`config.mk`:
```
export PLATFORM = sky130hd
export DESIGN_NAME = zx_video
export DESIGN_NICKNAME = d
export VERILOG_FILES = /design/src/rtl/video_mem_pkg.sv /design/src/rtl/video_timing_pkg.sv /design/src/rtl/attr_decode.sv /design/src/rtl/raster_timing.sv /design/src/rtl/screen_fetch.sv /design/src/rtl/video_out.sv /design/src/rtl/zx_video.sv
export SDC_FILE = /design/constraint.sdc
export NUM_CORES = 1
export LEC_CHECK = 0
export BUFFER_PORTS_ARGS = -buffer_cell sky130_fd_sc_hd__buf_2
export CORE_MARGIN = 3
export CORE_UTILIZATION = 63
export DETAILED_ROUTE_END_ITERATION = 16
export PLACE_DENSITY = 0.81
export SLEW_MARGIN = 20
export SYNTH_ARGS = -nofsm -noshare
export SYNTH_HDL_FRONTEND = slang
export SYNTH_SLANG_ARGS = --single-unit
```
`constraint.sdc`:
```
create_clock -name fclk -period 4.4 [get_ports fclk]
set_clock_uncertainty 0.1 [all_clocks]
set_input_delay 0.22 -clock fclk [delete_from_list [all_inputs] [get_ports fclk]]
set_output_delay 0.22 -clock fclk [all_outputs]
set_load 0.005 [all_outputs]
```
`src/rtl/video_mem_pkg.sv`:
```
package video_mem_pkg;

	// byte address into the 6912-byte screen
	typedef logic [12:0] vaddr_t;

	// one video memory byte
	typedef logic [7:0] vbyte_t;

	// colour index: bright, green, red, blue
	typedef logic [3:0] zx_color_t;

	// one analog-ish output component
	typedef logic [1:0] rgb2_t;

	////////////////////////////////////////////////////////////////////////////
	// ZX screen layout
	////////////////////////////////////////////////////////////////////////////

	// bitmap occupies 0..6143, attributes follow
	localparam int ATTR_BASE = 6144;

	// byte columns per line, also attribute cells per row
	localparam int ZX_COLS = 32;

endpackage

```
`src/rtl/video_timing_pkg.sv`:
```
package video_timing_pkg;

	////////////////////////////////////////////////////////////////////////////
	// raster counters
	////////////////////////////////////////////////////////////////////////////

	// column within a line, one step per fclk
	typedef logic [8:0] hcount_t;

	// line within a frame
	typedef logic [8:0] vcount_t;

	// native ZX display area
	localparam int PIX_W = 256;
	localparam int PIX_H = 192;

	////////////////////////////////////////////////////////////////////////////
	// fetch sequencer
	////////////////////////////////////////////////////////////////////////////

	// one bitmap and one attribute read per 8-pixel group
	typedef enum logic [1:0] {
		FETCH_IDLE,
		FETCH_BMP,
		FETCH_ATTR
	} fetch_state_t;

endpackage

```
`src/rtl/attr_decode.sv`:
```
`timescale 1ns/1ps

module attr_decode import video_mem_pkg::*; (
	input  logic      fclk,
	input  logic      rst_n,
	input  logic      pix_bit,
	input  vbyte_t    pix_attr,
	input  logic      pix_valid,
	input  logic      flash_phase,
	output zx_color_t color,
	output logic      color_valid
);

	logic       flash;
	logic       bright;
	logic       use_ink;
	logic [2:0] grb;

	// attribute: flash, bright, paper grb, ink grb
	assign flash  = pix_attr[7];
	assign bright = pix_attr[6];

	// flashing cells swap ink and paper in the second half of the cycle
	assign use_ink = pix_bit ^ (flash & flash_phase);
	assign grb     = use_ink ? pix_attr[2:0] : pix_attr[5:3];

	always_ff @(posedge fclk)
	begin
		color <= {bright, grb};
	end

	always_ff @(posedge fclk or negedge rst_n)
	begin
		if (!rst_n)
			color_valid <= 1'b0;
		else
			color_valid <= pix_valid;
	end

endmodule

```
`src/rtl/raster_timing.sv`:
```
`timescale 1ns/1ps

module raster_timing import video_timing_pkg::*; #(
	parameter hcount_t H_TOTAL      = 9'd448,
	parameter hcount_t H_BORDER_L   = 9'd64,
	parameter hcount_t H_SYNC_START = 9'd352,
	parameter hcount_t H_SYNC_LEN   = 9'd32,
	parameter vcount_t V_TOTAL      = 9'd320,
	parameter vcount_t V_BORDER_T   = 9'd64,
	parameter vcount_t V_SYNC_START = 9'd304,
	parameter vcount_t V_SYNC_LEN   = 9'd8,
	parameter int      INT_LEN      = 32
) (
	input  logic    fclk,
	input  logic    rst_n,
	output hcount_t hcount,
	output vcount_t vcount,
	output logic    pix_area,
	output logic    fetch_win,
	output logic    hsync,
	output logic    vsync,
	output logic    blank,
	output logic    flash_phase,
	output logic    int_n
);

	localparam int H_PIX_END   = int'(H_BORDER_L) + PIX_W;
	localparam int H_FETCH_BEG = int'(H_BORDER_L) - 8;
	localparam int H_FETCH_END = H_PIX_END - 8;
	localparam int V_PIX_END   = int'(V_BORDER_T) + PIX_H;
	localparam int H_SYNC_END  = int'(H_SYNC_START) + int'(H_SYNC_LEN);
	localparam int V_SYNC_END  = int'(V_SYNC_START) + int'(V_SYNC_LEN);
	localparam int INT_W       = $clog2(INT_LEN + 1);

	logic             line_end;
	logic             frame_end;
	logic             h_pix;
	logic             v_pix;
	logic             h_fetch;
	logic             h_sync;
	logic             v_sync;
	logic             int_start;
	logic [4:0]       frame_cnt;
	logic [INT_W-1:0] int_cnt;
	logic [2:0]       int_dly;

	assign line_end  = (hcount == H_TOTAL - 1'b1);
	assign frame_end = line_end && (vcount == V_TOTAL - 1'b1);

	// windows of the current position
	assign h_pix   = (hcount >= H_BORDER_L) && (int'(hcount) < H_PIX_END);
	assign v_pix   = (vcount >= V_BORDER_T) && (int'(vcount) < V_PIX_END);
	assign h_fetch = (int'(hcount) >= H_FETCH_BEG) && (int'(hcount) < H_FETCH_END);
	assign h_sync  = (hcount >= H_SYNC_START) && (int'(hcount) < H_SYNC_END);
	assign v_sync  = (vcount >= V_SYNC_START) && (int'(vcount) < V_SYNC_END);

	assign int_start = (hcount == '0) && (vcount == V_SYNC_START);

	always_ff @(posedge fclk or negedge rst_n)
	begin
		if (!rst_n)
		begin
			hcount <= '0;
			vcount <= '0;
		end
		else if (line_end)
		begin
			hcount <= '0;
			vcount <= (vcount == V_TOTAL - 1'b1) ? '0 : vcount + 1'b1;
		end
		else
			hcount <= hcount + 1'b1;
	end

	////////////////////////////////////////////////////////////////////////////
	// registered flags, first stage of the video pipe
	////////////////////////////////////////////////////////////////////////////

	always_ff @(posedge fclk or negedge rst_n)
	begin
		if (!rst_n)
		begin
			pix_area  <= 1'b0;
			fetch_win <= 1'b0;
			hsync     <= 1'b0;
			vsync     <= 1'b0;
			// dark until position 0 reaches the pins
			blank     <= 1'b1;
		end
		else
		begin
			pix_area  <= h_pix && v_pix;
			fetch_win <= h_fetch && v_pix;
			hsync     <= h_sync;
			vsync     <= v_sync;
			blank     <= h_sync || v_sync;
		end
	end

	// flash toggles every 16 frames
	always_ff @(posedge fclk or negedge rst_n)
	begin
		if (!rst_n)
			frame_cnt <= '0;
		else if (frame_end)
			frame_cnt <= frame_cnt + 1'b1;
	end

	assign flash_phase = frame_cnt[4];

	// int pulse, then delayed to line up with the pixel path
	always_ff @(posedge fclk or negedge rst_n)
	begin
		if (!rst_n)
		begin
			int_cnt <= '0;
			int_dly <= '0;
		end
		else
		begin
			if (int_start)
				int_cnt <= INT_W'(INT_LEN);
			else if (int_cnt != '0)
				int_cnt <= int_cnt - 1'b1;
			int_dly <= {int_dly[1:0], int_cnt != '0};
		end
	end

	assign int_n = ~int_dly[2];

endmodule

```
`src/rtl/screen_fetch.sv`:
```
`timescale 1ns/1ps

module screen_fetch import video_timing_pkg::*, video_mem_pkg::*; #(
	parameter hcount_t H_BORDER_L = 9'd64,
	parameter vcount_t V_BORDER_T = 9'd64
) (
	input  logic    fclk,
	input  logic    rst_n,
	input  hcount_t hcount,
	input  vcount_t vcount,
	input  logic    fetch_win,
	input  logic    pix_area,
	input  vbyte_t  video_data,
	output vaddr_t  video_addr,
	output logic    video_strobe,
	output logic    pix_bit,
	output vbyte_t  pix_attr,
	output logic    pix_valid
);

	hcount_t      rel_col;
	logic         grp_start;
	logic [7:0]   y;
	logic [4:0]   col;
	logic         fetch_go;
	logic         load;
	logic [4:0]   attr_row;
	vaddr_t       attr_addr;
	fetch_state_t state;
	logic         attr_due;
	vbyte_t       bmp_hold;
	vbyte_t       attr_hold;
	vbyte_t       shreg;

	// hcount already points one column past the flagged position
	assign rel_col   = hcount - H_BORDER_L - 1'b1;
	assign grp_start = (rel_col[2:0] == 3'd0);

	// pixel line and the byte column of the group fetched 8 ahead
	assign y   = 8'(vcount - V_BORDER_T);
	assign col = rel_col[7:3] + 1'b1;

	assign fetch_go = (state == FETCH_IDLE) && fetch_win && grp_start;
	assign load     = pix_area && grp_start;

	// attribute cell taken straight from the bitmap address bits
	assign attr_row  = {video_addr[12:11], video_addr[7:5]};
	assign attr_addr = vaddr_t'(ATTR_BASE + ZX_COLS * attr_row + video_addr[4:0]);

	assign video_strobe = (state != FETCH_IDLE);

	////////////////////////////////////////////////////////////////////////////
	// read sequencer
	////////////////////////////////////////////////////////////////////////////

	always_ff @(posedge fclk or negedge rst_n)
	begin
		if (!rst_n)
		begin
			state    <= FETCH_IDLE;
			attr_due <= 1'b0;
		end
		else
		begin
			// attribute byte shows up one cycle after the last strobe
			attr_due <= (state == FETCH_ATTR);
			case (state)
				FETCH_IDLE:
					if (fetch_go)
						state <= FETCH_BMP;
				FETCH_BMP:
					state <= FETCH_ATTR;
				default:
					state <= FETCH_IDLE;
			endcase
		end
	end

	always_ff @(posedge fclk)
	begin
		// ZX swizzle: y[7:6], y[2:0], y[5:3], column
		if (fetch_go)
			video_addr <= {y[7:6], y[2:0], y[5:3], col};
		else if (state == FETCH_BMP)
			video_addr <= attr_addr;

		if (state == FETCH_ATTR)
			bmp_hold <= video_data;
		if (attr_due)
			attr_hold <= video_data;
	end

	////////////////////////////////////////////////////////////////////////////
	// pixel shifter
	////////////////////////////////////////////////////////////////////////////

	always_ff @(posedge fclk)
	begin
		if (load)
		begin
			shreg    <= bmp_hold;
			pix_attr <= attr_hold;
		end
		else
			shreg <= {shreg[6:0], 1'b0};
	end

	// msb is the leftmost pixel
	assign pix_bit = shreg[7];

	always_ff @(posedge fclk or negedge rst_n)
	begin
		if (!rst_n)
			pix_valid <= 1'b0;
		else
			pix_valid <= pix_area;
	end

endmodule

```
`src/rtl/video_out.sv`:
```
`timescale 1ns/1ps

module video_out import video_mem_pkg::*; (
	input  logic      fclk,
	input  logic      rst_n,
	input  zx_color_t color,
	input  logic      color_valid,
	input  logic [2:0] border,
	input  logic      hsync,
	input  logic      vsync,
	input  logic      blank,
	output rgb2_t     vred,
	output rgb2_t     vgrn,
	output rgb2_t     vblu,
	output logic      vhsync,
	output logic      vvsync,
	output logic      vcsync
);

	logic [1:0] hs_dly;
	logic [1:0] vs_dly;
	logic [1:0] bl_dly;
	zx_color_t  pick;

	// set bit gives level 2, or 3 with bright
	function automatic rgb2_t expand(input logic on, input logic bright);
		return on ? {1'b1, bright} : 2'b00;
	endfunction

	// border has no bright
	assign pick = color_valid ? color : {1'b0, border};

	always_ff @(posedge fclk or negedge rst_n)
	begin
		if (!rst_n)
		begin
			hs_dly <= '0;
			vs_dly <= '0;
			// blanked while the pipe fills
			bl_dly <= '1;
			vred   <= '0;
			vgrn   <= '0;
			vblu   <= '0;
			vhsync <= 1'b1;
			vvsync <= 1'b1;
			vcsync <= 1'b1;
		end
		else
		begin
			// raster flags wait two cycles for fetch and decode
			hs_dly <= {hs_dly[0], hsync};
			vs_dly <= {vs_dly[0], vsync};
			bl_dly <= {bl_dly[0], blank};

			if (bl_dly[1])
			begin
				vred <= '0;
				vgrn <= '0;
				vblu <= '0;
			end
			else
			begin
				vred <= expand(pick[1], pick[3]);
				vgrn <= expand(pick[2], pick[3]);
				vblu <= expand(pick[0], pick[3]);
			end

			// syncs are active low on the pins
			vhsync <= ~hs_dly[1];
			vvsync <= ~vs_dly[1];
			vcsync <= ~(hs_dly[1] | vs_dly[1]);
		end
	end

endmodule

```
`src/rtl/zx_video.sv`:
```
`timescale 1ns/1ps

module zx_video import video_timing_pkg::*, video_mem_pkg::*; #(
	parameter hcount_t H_TOTAL      = 9'd448,
	parameter hcount_t H_BORDER_L   = 9'd64,
	parameter hcount_t H_SYNC_START = 9'd352,
	parameter hcount_t H_SYNC_LEN   = 9'd32,
	parameter vcount_t V_TOTAL      = 9'd320,
	parameter vcount_t V_BORDER_T   = 9'd64,
	parameter vcount_t V_SYNC_START = 9'd304,
	parameter vcount_t V_SYNC_LEN   = 9'd8,
	parameter int      INT_LEN      = 32
) (
	input  logic       fclk,
	input  logic       rst_n,
	input  logic [2:0] border,
	input  vbyte_t     video_data,
	output vaddr_t     video_addr,
	output logic       video_strobe,
	output rgb2_t      vred,
	output rgb2_t      vgrn,
	output rgb2_t      vblu,
	output logic       vhsync,
	output logic       vvsync,
	output logic       vcsync,
	output logic       int_n
);

	hcount_t   hcount;
	vcount_t   vcount;
	logic      pix_area;
	logic      fetch_win;
	logic      hsync;
	logic      vsync;
	logic      blank;
	logic      flash_phase;
	logic      pix_bit;
	vbyte_t    pix_attr;
	logic      pix_valid;
	zx_color_t color;
	logic      color_valid;

	////////////////////////////////////////////////////////////////////////////
	// timing -> fetch -> decode -> output
	////////////////////////////////////////////////////////////////////////////

	raster_timing #(
		.H_TOTAL(H_TOTAL), .H_BORDER_L(H_BORDER_L),
		.H_SYNC_START(H_SYNC_START), .H_SYNC_LEN(H_SYNC_LEN),
		.V_TOTAL(V_TOTAL), .V_BORDER_T(V_BORDER_T),
		.V_SYNC_START(V_SYNC_START), .V_SYNC_LEN(V_SYNC_LEN),
		.INT_LEN(INT_LEN)
	) timing (
		.fclk(fclk), .rst_n(rst_n),
		.hcount(hcount), .vcount(vcount),
		.pix_area(pix_area), .fetch_win(fetch_win),
		.hsync(hsync), .vsync(vsync), .blank(blank),
		.flash_phase(flash_phase), .int_n(int_n)
	);

	screen_fetch #(
		.H_BORDER_L(H_BORDER_L), .V_BORDER_T(V_BORDER_T)
	) fetch (
		.fclk(fclk), .rst_n(rst_n),
		.hcount(hcount), .vcount(vcount),
		.fetch_win(fetch_win), .pix_area(pix_area),
		.video_data(video_data), .video_addr(video_addr), .video_strobe(video_strobe),
		.pix_bit(pix_bit), .pix_attr(pix_attr), .pix_valid(pix_valid)
	);

	attr_decode decode (
		.fclk(fclk), .rst_n(rst_n),
		.pix_bit(pix_bit), .pix_attr(pix_attr), .pix_valid(pix_valid),
		.flash_phase(flash_phase),
		.color(color), .color_valid(color_valid)
	);

	video_out vout (
		.fclk(fclk), .rst_n(rst_n),
		.color(color), .color_valid(color_valid), .border(border),
		.hsync(hsync), .vsync(vsync), .blank(blank),
		.vred(vred), .vgrn(vgrn), .vblu(vblu),
		.vhsync(vhsync), .vvsync(vvsync), .vcsync(vcsync)
	);

endmodule

```
== Yosys cells after proc, flatten, opt, wreduce, memory -nomap -nowiden ==
Index checks and enable logic that the tools add are counted.

* Logic and storage cells: 100
* Output and inout port bits: 24
* Register bits after elaboration: 106
* RAM bits: 0
* Bits in latches: 0
* Memory bits (read-only): 0
* Memories kept: 0

* Bitwise operators: 7
* Add/sub/neg operators: 10
* $mul: 0
* Eq/ne operators: 6
* Muxes and demuxes: 17
* Div/mod/pow operators: 0
* Shifts and indexed selects: 0
* $lt $le $gt $ge: 10
* Reduce and logical (&&, ||, !) cells: 20

{| class="wikitable"
|+ Operator list
! operator !! count
|-
| 9-bit < comparator (second input constant) || 5
|-
| 9-bit == test (second input constant) || 3
|-
| 13-bit two-way mux || 2
|-
| 9-bit by 1-bit adder with 9-bit output (second input constant) || 2
|-
| 9-bit by 7-bit >= comparator with 1-bit output (second input constant) || 2
|-
| 9-bit >= comparator (second input constant) || 2
|-
| 9-bit two-way mux || 2
|-
| 8-bit by 7-bit subtractor with 8-bit output (second input constant) || 2
|-
| 2-bit two-way mux || 7
|-
| 13-bit by 10-bit adder with 13-bit output (first input constant) || 1
|-
| 13-bit by 5-bit adder with 13-bit output || 1
|-
| 1-bit logical AND || 12
|-
| 6-bit two-way mux || 2
|-
| 5-bit by 1-bit adder with 5-bit output (second input constant) || 2
|-
| 9-bit by 6-bit >= comparator with 1-bit output (second input constant) || 1
|-
| 9-bit logical NOT || 1
|-
| 8-bit two-way mux || 1
|-
| 8-bit by 1-bit subtractor with 8-bit output (second input constant) || 1
|-
| 2-bit nonzero test || 3
|-
| 6-bit nonzero test || 1
|-
| 6-bit by 1-bit subtractor with 6-bit output (second input constant) || 1
|-
| 4-bit two-way mux || 1
|-
| 1-bit inverter || 4
|-
| 2-bit one-hot mux with 2 select lines || 1
|-
| 10 further kinds || 10
|}

== Depth between registers and ports, before layout ==
Gate-level depths: netlist of run 1.

* Depth in word-level cells: 6
* Depth in mapped cells: 9

== Modules after synthesis ==
A second synthesis of run 1 with hierarchy kept.

* Cells, all modules: 304
* Area, all modules: 4,151.5 µm²

{| class="wikitable"
|+ Modules (own cells, without submodules)
! module !! cells each !! area an instance (µm²) !! instances
|-
| raster_timing || 165 || 1,793.0 || 1
|-
| screen_fetch || 98 || 1,734.2 || 1
|-
| video_out || 31 || 462.9 || 1
|-
| attr_decode || 10 || 161.4 || 1
|}

== Worst setup path before layout of run 1 ==
OpenSTA, ideal clock, no wires.

* Kind: reg-to-reg
* From: register timing.hcount[0]
* To: register fetch.video_addr[10] (enable)
* Stages on the path, launching flop included: 9
* Arrival: 1.973 ns
* Path slack: 2.026 ns
* Buffers on the path: 1
* Setup time: 0.301 ns
* Clock period less this slack: 2.374 ns
* Data required time: 3.999 ns
* Path through: dfrtp_1 inv_1 ha_1 xnor2_1 and2_1 nand3_1 inv_1 clkbuf_1 or2_2

* Word-level cells in the longest chain between the ends: 5

{| class="wikitable"
|+ Ends and longest elaborated chain
! element !! RTL line !! RTL
|-
| start, declared || raster_timing.sv:16 || <nowiki>output hcount_t hcount,</nowiki>
|-
| start signal, assigned || raster_timing.sv:72 || <nowiki>hcount <= hcount + 1'b1;</nowiki>
|-
| 8-bit by 7-bit subtractor with 8-bit output || screen_fetch.sv:36 || <nowiki>assign rel_col = hcount - H_BORDER_L - 1'b1;</nowiki>
|-
| 8-bit by 1-bit subtractor with 8-bit output || screen_fetch.sv:36 ||
|-
| 3-bit logical NOT || screen_fetch.sv:37 || <nowiki>assign grp_start = (rel_col[2:0] == 3'd0);</nowiki>
|-
| 1-bit logical AND || screen_fetch.sv:43 || <nowiki>assign fetch_go = (state == FETCH_IDLE) && fetch_win && grp_start;</nowiki>
|-
| via fetch.fetch_go || screen_fetch.sv:25 || <nowiki>logic fetch_go;</nowiki>
|-
| 2-bit nonzero test (no source line) || n/a ||
|-
| end signal, assigned || screen_fetch.sv:83 || <nowiki>video_addr <= {y[7:6], y[2:0], y[5:3], col};</nowiki>
|-
| end signal, assigned || screen_fetch.sv:85 || <nowiki>video_addr <= attr_addr;</nowiki>
|-
| end, declared || screen_fetch.sv:14 || <nowiki>output vaddr_t video_addr,</nowiki>
|}

The timed path passes the listed nets, and every way through them passes these cells.
A chain may end at the register's enable or synchronous reset.

== Worst setup path after layout of run 1 ==
* From: register timing.hcount[0]
* To: register fetch.video_addr[4] (data pin)

* Word-level cells in the longest chain between the ends: 5
* Elaborated cells on any way between the ends: 6

{| class="wikitable"
|+ Ends and longest elaborated chain
! element !! RTL line !! RTL
|-
| 8-bit by 7-bit subtractor with 8-bit output (*) || screen_fetch.sv:36 ||
|-
| 8-bit by 1-bit subtractor with 8-bit output (*) || screen_fetch.sv:36 ||
|-
| parallel branches: the longest is 2 deep, another holds 5-bit by 1-bit adder with 5-bit output || n/a ||
|-
| 13-bit two-way mux (*) || screen_fetch.sv:82 || <nowiki>if (fetch_go)</nowiki>
|}

Every way passes the cells marked *.

==> results of run 1 <==
-- power breakdown --
part | switching (W) | internal [W]
Sequential | 0.000000264 | 0.00102
Combinational | 0.0000146 | 0.0000130
Clock | 0.000346 | 0.000221
Total | 0.000361 | 0.00125
-- worst paths after layout --
kind / slack (ns) / to / cells past startpoint
min: 0.26 / timing.int_dly[2]$_DFF_PN0_ / 0
max reg2reg: 1.79 / fetch.video_addr[4]$_DFFE_PP_ / 8
min in group asynchronous: 0.40 / timing.int_cnt[3]$_DFFE_PN0P_ / 3
min reg2reg: 0.26 / timing.int_dly[2]$_DFF_PN0_ / 0
max in group asynchronous: 3.33 / timing.vcount[8]$_DFFE_PN0N_ / 3
max: 1.79 / fetch.video_addr[4]$_DFFE_PP_ / 8
-- final cells by class --
| class | instances | area, um^2 |
|---|---|---|
| repair buffers | 49 | 308 |
| clock buffers | 9 | 124 |
| inverters | 16 | 60.1 |
| well taps | 77 | 96.3 |
| flip-flops and latches | 106 | 2790 |
| clock inverters | 7 | 70.1 |
| multi-input cells | 188 | 1260 |
| fillers | 411 | 1690 |
-- cells by family (layout without fill, tap and decap cells) --
kind of cell	Yosys count	count (layout)
xor+xnor	22	22
compound gates	25	25
flops	106	106
buf+inv	26	81
simple gates	117	117
fa+ha+maj	11	11
mux	13	13
-- metal layers --
metal	up-vias	GRT usage (%)	routed length, um
met4	0	6.00	118
met5	-	0	0
met2	49	33.3	3410
met1	1187	22.2	2840
met3	14	5.20	277
li1	1192	-	-
-- cells in the final DEF (no fill, tap or decap), types with 2 or more instances in the layout --
cell type       n
o31ai_1         2
and3_1          4
edfxtp_1       37
dfrtp_1        51
clkinv_4        2
o21ai_0         9
nand2_1        25
clkbuf_8        9
dlygate4sd3_1  12
buf_2          36
dfxtp_1        12
nor3b_1         3
mux2_2         13
nand2b_1        6
nor2b_1         4
nor2_1         28
or3_1           2
nand3b_1        3
dfstp_2         6
or4_1           2
a21oi_1         8
xor2_1          8
a31oi_1         2
inv_1          16
xnor2_1        14
ha_1           11
inv_6           2
nand3_1        11
nor3_1          8
nand4_1         3
and2_1          8
or2_2           2
-- what timing repair did --
action,4_1_cts,5_1_grt
endpoints found under the hold margin,70,0
hold buffers,12,0
setup endpoints to repair,0,0
-- through the flow --
| step | setup WS [ns] | instances |
|---|---|---|
| 5_1_grt | 1.53 | 452 |
| 3_5_place_dp | 1.80 | 424 |
| 6_report | 1.79 | 452 |
| 3_3_place_gp | 1.97 | 424 |
| 2_1_floorplan | 2.03 | 320 |
| 4_1_cts | 1.77 | 452 |
-- state kept, by name, indices dropped and copies added, names as in the netlist, 3 cells and up --
register          cells
fetch.shreg           8
timing.vcount         9
timing.int_cnt        6
timing.hcount         9
decode.color          4
fetch.bmp_hold        8
timing.frame_cnt      5
fetch.pix_attr        8
fetch.attr_hold       8
timing.int_dly        3
fetch.video_addr     13
-- worst max-delay path: stages, from the launching register on --
cell      delay (ns)
dfrtp_1         0.47
inv_1           0.08
ha_1            0.28
xnor2_1         0.14
and2_1          0.17
nand3_1         0.25
inv_1           0.50
nand2b_1        0.13
o41ai_1         0.28
==> results.tsv, run 1 <==
metric	value	unit
grt_max_degree	58	
drt_drc_violations_left	0	
antenna_left	0	
start_util	65.3	%
synth_largest_area_cell	dfrtp_1	
syn_area	4170	um^2
finalWirelength	6650	um
cts_resized	0	
fin_util	73.6	%
synth_edf_count	37	
synth_cell_type_count	43	
drt-initial-drc-count	82	
synth_nets	344	
grt_pass1_wl	11000	um
dr.pass1.iters	4	
max_slew_margin	47.7	%
io_pins	37	
tightestPinTransition	0.783	ns
finalInstanceArea	4700	um^2
async_flop_share	53.8	%
gp_congestion	0.823	
htreeDepth	3	
die-area	7630	um^2
synth_compound_area_share	3.51	%
clk_latency	0.36	ns
ys_seq_elements	106	
synthTopCellsByCount	dfrtp_1 (51), edfxtp_1 (37), nor2_1 (28), nand2_1 (25), inv_1 (16)	
yosys.area_share.simple	15.2	%
hold_class	flop to flop	
yosys.area_share.adder	3.30	%
grt_setup_unrepaired	false	
critPathArrivalTime	2.67	ns
maxSlewViolCount	0	
cts_made_buffers	9	
status	completed	
hp-start	timing.int_dly[1]$_DFF_PN0_	
synth_mux_area_share	3.51	%
clk_path_buf_depth	2	
vias	2442	
path_clk_slew	0.10	ns
grt-ovfl-total	0	
end_kind	flop	
cts_setup_buffers	0	
cts_tree	built	
track_usage	18.8	%
postSynthCellCount	320	
chipHeight	87.4	um
power	0.00161	W
fp-row-count	29	
start_kind	flop	
fin_setup_tns	0	ns
crit_type	flop to flop	
syn_area_per_cell	13.0	um^2
fin_crit_sh	59.3	%
syn_to_final_growth	12.7	%
r2r-start	timing.hcount[0]$_DFF_PN0_	
setup_violations	0	
grt_pass1_vias	2421	
synthTopCellsByArea	dfrtp_1 (31%), edfxtp_1 (27%), dfxtp_1 (5.8%)	
dpl-instance-area	4390	um^2
cp.required	4.46	ns
path_max_fanout	18	
finalHoldViolations	0	
drive_above_1_share	21.1	%
synth_top_cell_area_share	30.6	%
antenna_cells	0	
irDropWorstVdd	0.220	mV
synth.most_common_cell	dfrtp_1	
antenna_found_initial	0	
p_per_area	343	nW/um^2
power.leakage	2.03	nW
post_drt_wl_per_cell	14.7	um
fin_hold_ws	0.261	ns
nets	394	
port_buffers	36	
fp.dieW	87.4	um
core-area	6390	um^2
cts.sinks	106	
cts-root-buf	clkbuf_8	
synthFlopType	dfrtp_1	
period_needed	2.61	ns
synth_top_family_by_area	simple AND/OR/NAND/NOR gates	
hpwl	4590	um
cap_viol_max_count	0	
yosysWarnings	0	
synthXorXnorAreaFrac	4.62	%
avgViaCountPerCell	5.40	
max_freq	384	MHz
seq_area_frac_synth	66.8	%
startpoint	timing.hcount[0]$_DFF_PN0_	
Note: power is estimated with default switching activity, not from simulation.
==> run 2: changes to the inputs <==
--- a/config.mk
+++ b/config.mk
@@ -7,9 +7,9 @@
 export LEC_CHECK = 0
 export BUFFER_PORTS_ARGS = -buffer_cell sky130_fd_sc_hd__buf_2
 export CORE_MARGIN = 3
-export CORE_UTILIZATION = 63
+export CORE_UTILIZATION = 53
 export DETAILED_ROUTE_END_ITERATION = 16
-export PLACE_DENSITY = 0.81
+export PLACE_DENSITY = 0.72
 export SLEW_MARGIN = 20
 export SYNTH_ARGS = -nofsm -noshare
 export SYNTH_HDL_FRONTEND = slang
==> constraint.sdc (replaced) <==
create_clock -name fclk -period 2.3 [get_ports fclk]
set_clock_uncertainty 0.1 [all_clocks]
set_input_delay 0.115 -clock fclk [delete_from_list [all_inputs] [get_ports fclk]]
set_output_delay 0.115 -clock fclk [all_outputs]
set_load 0.005 [all_outputs]
==> results.tsv, run 2 (synthesis results as in run 1) <==
metric	value	unit	change
start_kind	flop		unchanged
power.leakage	2.11	nW	was 2.03 nW
tightestPinTransition	0.733	ns	was 0.783 ns
drive_above_1_share	25.0	%	was 21.1%
place_ws	-0.00315	ns	was 1.80 ns
start_util	56.0	%	was 65.3%
clk_path_buf_depth	2		unchanged
grt_max_degree	50		was 58
port_buffers	36		unchanged
status	completed		unchanged
most-common-layout-cells	dfrtp_1 (50), edfxtp_1 (37), buf_2 (36)		was dfrtp_1 (51), edfxtp_1 (37), buf_2 (36)
p_per_area	640	nW/um^2	was 343 nW/um^2
irDropWorstVdd	0.457	mV	was 0.220 mV
track_usage	17.0	%	was 18.8%
antenna_found_initial	0		unchanged
cap_viol_max_count	0		unchanged
path_clk_slew	0.10	ns	about the same
grt_pass1_vias	2413		was 2,421
end_kind	flop		unchanged
final_common_cell	dfrtp_1		unchanged
drt_drc_violations_left	0		unchanged
maxSlewViolCount	0		unchanged
post_drt_wl_per_cell	14.1	um	was 14.7 um
met3_usage	3.11	%	was 5.20%
period_needed	2.19	ns	was 2.61 ns
cts_made_buffers	9		unchanged
largestRegisters	fetch.video_addr (13), timing.hcount (9), timing.vcount (9)		unchanged
fp-row-count	31		was 29
critPathArrivalTime	2.19	ns	was 2.67 ns
grt_pass1_wl	11600	um	was 11,000 um
dpl-instance-area	4520	um^2	was 4390 um^2
cts_tree	built		unchanged
die-area	8970	um^2	was 7630 um^2
antenna_cells	0		unchanged
fin_util	65.5	%	was 73.6%
core-area	7450	um^2	was 6390 um^2
fin_crit_sh	95.1	%	was 59.3%
drt-initial-drc-count	82		unchanged
max_slew_margin	51.0	%	was 47.7%
dr.pass1.iters	4		unchanged
setup_violations	0		unchanged
cp.required	2.30	ns	was 4.46 ns
cp_slowest_cell	dfrtp_1		was inv_1
grt-ovfl-total	0		unchanged
syn_to_final_growth	17.0	%	was 12.7%
hold_class	primary input to async pin		was flop to flop
finalHoldViolations	0		unchanged
regMostFlops	fetch.video_addr		unchanged
crit_type	flop to flop		unchanged
vias	2498		was 2,442
htreeDepth	3		unchanged
nets	407		was 394
largest_reg_flops	13		unchanged
power	0.00312	W	was 0.00161 W
worst_slack	0.112	ns	was 1.79 ns
chipHeight	94.7	um	was 87.4 um
hpwl	4630	um	was 4590 um
finalWirelength	6860	um	was 6650 um
io_pins	37		unchanged
cpPeakStageDelay	0.42	ns	was 0.50 ns
gr-usage-met2	27.1	%	was 33.3%
gp_congestion	0.923		was 0.823
cts.sinks	106		unchanged
clk_latency	0.36	ns	about the same
grt_busiest_layer	met2		unchanged
path_max_fanout	4		was 18
path_cells	inv_1 > ha_1 > nor3b_4 > xor2_1 > ha_2 > and4b_1 > o311ai_1 > o41ai_1		was inv_1 > ha_1 > xnor2_1 > and2_1 > nand3_1 > inv_1 > nand2b_1 > o41ai_1
cts-root-buf	clkbuf_8		unchanged
max_freq	457	MHz	was 384 MHz
antenna_left	0		unchanged
finalInstanceArea	4880	um^2	was 4700 um^2
grtUsageMet1	23.3	%	was 22.2%
avgViaCountPerCell	5.13		was 5.40
fp.dieW	94.7	um	was 87.4 um
run 2: changes by cell type in the layout (fill, tap and decap cells not counted), sizes merged:
| cell | previous run | this run |
|---|---|---|
| buf | 37 | 50 |
run 2: stage by stage:
step           setup TNS [ns]  hold slack (ns)  std cells
2_1_floorplan               0           -0.281        320
3_3_place_gp                0           -0.117        458
3_5_place_dp         -0.00315           -0.115        458
4_1_cts                     0           0.0279        486
5_1_grt               -0.0348           0.0474        487
6_report                    0           0.0303        487
run 2: area by class of cell:
| type | instances | area (um^2) |
|---|---|---|
| clock buffer | 9 | 124 |
| clock inverter | 7 | 80.1 |
| fill | 597 | 2570 |
| inverter | 16 | 60.1 |
| multi-input combinational | 188 | 1290 |
| sequential | 106 | 2790 |
| tap | 99 | 124 |
| timing repair buffer | 62 | 418 |
run 2: what timing repair did:
action | 4_1_cts | 5_1_grt
hold buffers | 12 | 0
buffers inserted | 0 | 1
endpoints found under the setup margin | 1 | 1
pin swaps | 0 | 1
resized for setup | 2 | 5
hold endpoints to repair | 73 | 0
run 2: where the power goes:
part	leakage [nW]	switching (W)	internal [W]
clock network	0.0994	0.000687	0.000433
logic	0.845	0.0000297	0.0000273
registers	1.17	0.000000646	0.00195
total	2.11	0.000717	0.00241
run 2: worst max-delay path, delay by kind of cell (launching register included):
| kind | cells | cell delay [ns] |
|---|---|---|
| AOI/OAI and AO/OA | 2 | 0.38 |
| xor gates and xnor gates | 1 | 0.10 |
| adders and majority gates | 2 | 0.40 |
| buffers and inverters | 1 | 0.09 |
| DFF | 1 | 0.42 |
| and+or+nand+nor | 2 | 0.45 |
run 2: final timing paths:
kind                            slack [ns]  depth (start not counted)                             to                       start
max in group asynchronous             1.50                          3         timing.blank$_DFF_PN1_                       rst_n
worst max register to register        0.11                          8  fetch.video_addr[4]$_DFFE_PP_  timing.hcount[1]$_DFF_PN0_
worst min-delay path                  0.03                          2  timing.int_cnt[2]$_DFFE_PN0P_                       rst_n
min in group fclk                     0.25                          0       vout.bl_dly[0]$_DFF_PN1_      timing.blank$_DFF_PN1_
worst max-delay path                  0.11                          8  fetch.video_addr[4]$_DFFE_PP_  timing.hcount[1]$_DFF_PN0_
worst min register to register        0.25                          0       vout.bl_dly[0]$_DFF_PN1_      timing.blank$_DFF_PN1_
run 2: per-layer routing:
layer | share of wire (%) | wire (um) | vias up
li1 | - | - | 1224
met2 | 48 | 3310 | 57
met3 | 3.8 | 260 | 11
met4 | 1.9 | 131 | 0
met5 | 0 | 0 | -
met1 | 46 | 3160 | 1206
==> run 3: changes to the inputs <==
--- a/config.mk
+++ b/config.mk
@@ -5,11 +5,11 @@
 export SDC_FILE = /design/constraint.sdc
 export NUM_CORES = 1
 export LEC_CHECK = 0
-export BUFFER_PORTS_ARGS = -buffer_cell sky130_fd_sc_hd__buf_2
 export CORE_MARGIN = 3
-export CORE_UTILIZATION = 53
+export CORE_UTILIZATION = 56
 export DETAILED_ROUTE_END_ITERATION = 16
-export PLACE_DENSITY = 0.72
+export DONT_BUFFER_PORTS = 1
+export PLACE_DENSITY = 0.71
 export SLEW_MARGIN = 20
 export SYNTH_ARGS = -nofsm -noshare
 export SYNTH_HDL_FRONTEND = slang
==> results.tsv, run 3 (synthesis results as in run 1) <==
metric	value	unit	change
multi_input_comb_area	1270	um^2	was 1290 um^2
p_per_area	669	nW/um^2	was 640 nW/um^2
critPathArrivalTime	2.20	ns	was 2.19 ns
finalWirelength	6590	um	was 6860 um
cts_tree	built		unchanged
track_usage	16.8	%	was 17.0%
largestRegisters	fetch.video_addr (13), timing.hcount (9), timing.vcount (9)		unchanged
htreeDepth	3		unchanged
tightestPinTransition	0.372	ns	was 0.733 ns
clk_latency	0.37	ns	was 0.36 ns
crit_type	flop to flop		unchanged
period_needed	2.18	ns	was 2.19 ns
cp.required	2.32	ns	was 2.30 ns
max_slew_margin	75.2	%	was 51.0%
start_kind	flop		unchanged
nets	371		was 407
grt_pass1_vias	2321		was 2,413
antenna_left	0		unchanged
dpl-instance-area	4320	um^2	was 4520 um^2
cts_setup_buffers	0		unchanged
finalHoldViolations	0		unchanged
clk_path_buf_depth	2		unchanged
finalInstanceArea	4700	um^2	was 4880 um^2
avgViaCountPerCell	5.25		was 5.13
grt_pass1_wl	11100	um	was 11,600 um
end_kind	flop		unchanged
dr.pass1.iters	5		was 4
port_buffers	0		was 36
setup_violations	0		unchanged
gp_congestion	0.816		was 0.923
drive_above_1_share	17.3	%	was 25.0%
fp-row-count	30		was 31
chipHeight	92.3	um	was 94.7 um
most-common-layout-cells	dfrtp_1 (50), edfxtp_1 (37), nor2_1 (28)		was dfrtp_1 (50), edfxtp_1 (37), buf_2 (36)
antenna_found_initial	0		unchanged
cts_made_buffers	9		unchanged
grt_max_degree	58		was 50
io_pins	37		unchanged
fin_crit_sh	94.6	%	was 95.1%
drt_drc_violations_left	0		unchanged
die-area	8520	um^2	was 8970 um^2
antenna_cells	0		unchanged
largest_reg_flops	13		unchanged
fillers	516		was 597
max_freq	459	MHz	was 457 MHz
vias	2350		was 2,498
syn_to_final_growth	12.7	%	was 17.0%
power	0.00314	W	was 0.00312 W
irDropWorstVdd	0.304	mV	was 0.457 mV
cts-root-buf	clkbuf_8		unchanged
cts.sinks	106		unchanged
cpPeakStageDelay	0.43	ns	was 0.42 ns
regMostFlops	fetch.video_addr		unchanged
fin_setup_tns	0	ns	unchanged
final_common_cell	dfrtp_1		unchanged
power.leakage	1.99	nW	was 2.11 nW
start_util	59.4	%	was 56.0%
path_cells	inv_1 > ha_1 > nor3b_2 > xor2_1 > ha_2 > and4b_1 > o311ai_1 > o41ai_1		was inv_1 > ha_1 > nor3b_4 > xor2_1 > ha_2 > and4b_1 > o311ai_1 > o41ai_1
regArea	2790	um^2	unchanged
hold_class	primary input to async pin		unchanged
cap_viol_max_count	0		unchanged
cp_slowest_cell	dfrtp_1		unchanged
hpwl	4530	um	was 4630 um
fp.dieW	92.3	um	was 94.7 um
path_clk_slew	0.12	ns	was 0.10 ns
path_max_fanout	6		was 4
grt-ovfl-total	0		unchanged
maxSlewViolCount	0		unchanged
post_drt_wl_per_cell	14.7	um	was 14.1 um
status	completed		unchanged
core-area	7020	um^2	was 7450 um^2
drt-initial-drc-count	84		was 82
fin_hold_ws	0.174	ns	was 0.0303 ns
run 3: cell types whose count changed in the layout (fill, tap and decap cells not counted), sizes merged:
cell      previous run  this run
clkinvlp             1         0
inv                 19        20
buf                 50        14
run 3: through the flow:
stage          instances  worst slack (ns)  utilization (%)
6_report             448             0.124             67.0
5_1_grt              448         -0.000558             67.0
4_1_cts              448            0.0264             66.7
3_5_place_dp         419            0.0575             61.5
3_3_place_gp         419             0.135             61.5
2_1_floorplan        320            0.0533                -
run 3: power breakdown:
part / switching [W] / internal [W]
clock network: 0.000705 / 0.000444
registers: 0.00000126 / 0.00195
logic: 0.0000254 / 0.0000202
total: 0.000732 / 0.00241
run 3: layer usage:
layer	track usage [%]	up-vias	wire [um]
met3	3.74	13	195
met1	21.1	1147	2860
li1	-	1146	-
met4	6.31	0	114
met2	28.5	44	3420
met5	0	-	0
run 3: path summary, 6_finish.rpt:
path,to,cells after the start,start,slack [ns]
setup / recovery,fetch.video_addr[4]$_DFFE_PP_,8,timing.hcount[0]$_DFF_PN0_,0.12
hold / removal,vout.vgrn[1]$_DFF_PN0_,2,rst_n,0.17
setup reg to reg,fetch.video_addr[4]$_DFFE_PP_,8,timing.hcount[0]$_DFF_PN0_,0.12
hold reg to reg,vout.hs_dly[1]$_DFF_PN0_,0,vout.hs_dly[0]$_DFF_PN0_,0.26
max in group asynchronous,timing.blank$_DFF_PN1_,2,rst_n,1.64
min in group fclk,vout.hs_dly[1]$_DFF_PN0_,0,vout.hs_dly[0]$_DFF_PN0_,0.26
run 3: cell type report:
class,count,area share [%]
clock inverters,7,1.89
repair buffers,26,5.22
well taps,96,2.56
clock buffers,9,2.64
multi-input cells,188,27.1
flip-flops and latches,106,59.3
inverters,16,1.28
run 3: worst max-delay path, delay by kind of cell (launching register included):
family	cells	cell delay, ns
AND/OR/NAND/NOR	2	0.38
AO/OA/AOI/OAI	2	0.39
adder cells (fa/ha/maj)	2	0.43
flip-flops	1	0.43
buffers and inverters	1	0.06
XOR/XNOR	1	0.14
run 3: timing repair:
| action | CTS | global route |
|---|---|---|
| hold buffers | 13 | 0 |
| endpoints found under the hold margin | 76 | 0 |
| setup endpoints to repair | 0 | 4 |
| resized for setup | 0 | 5 |
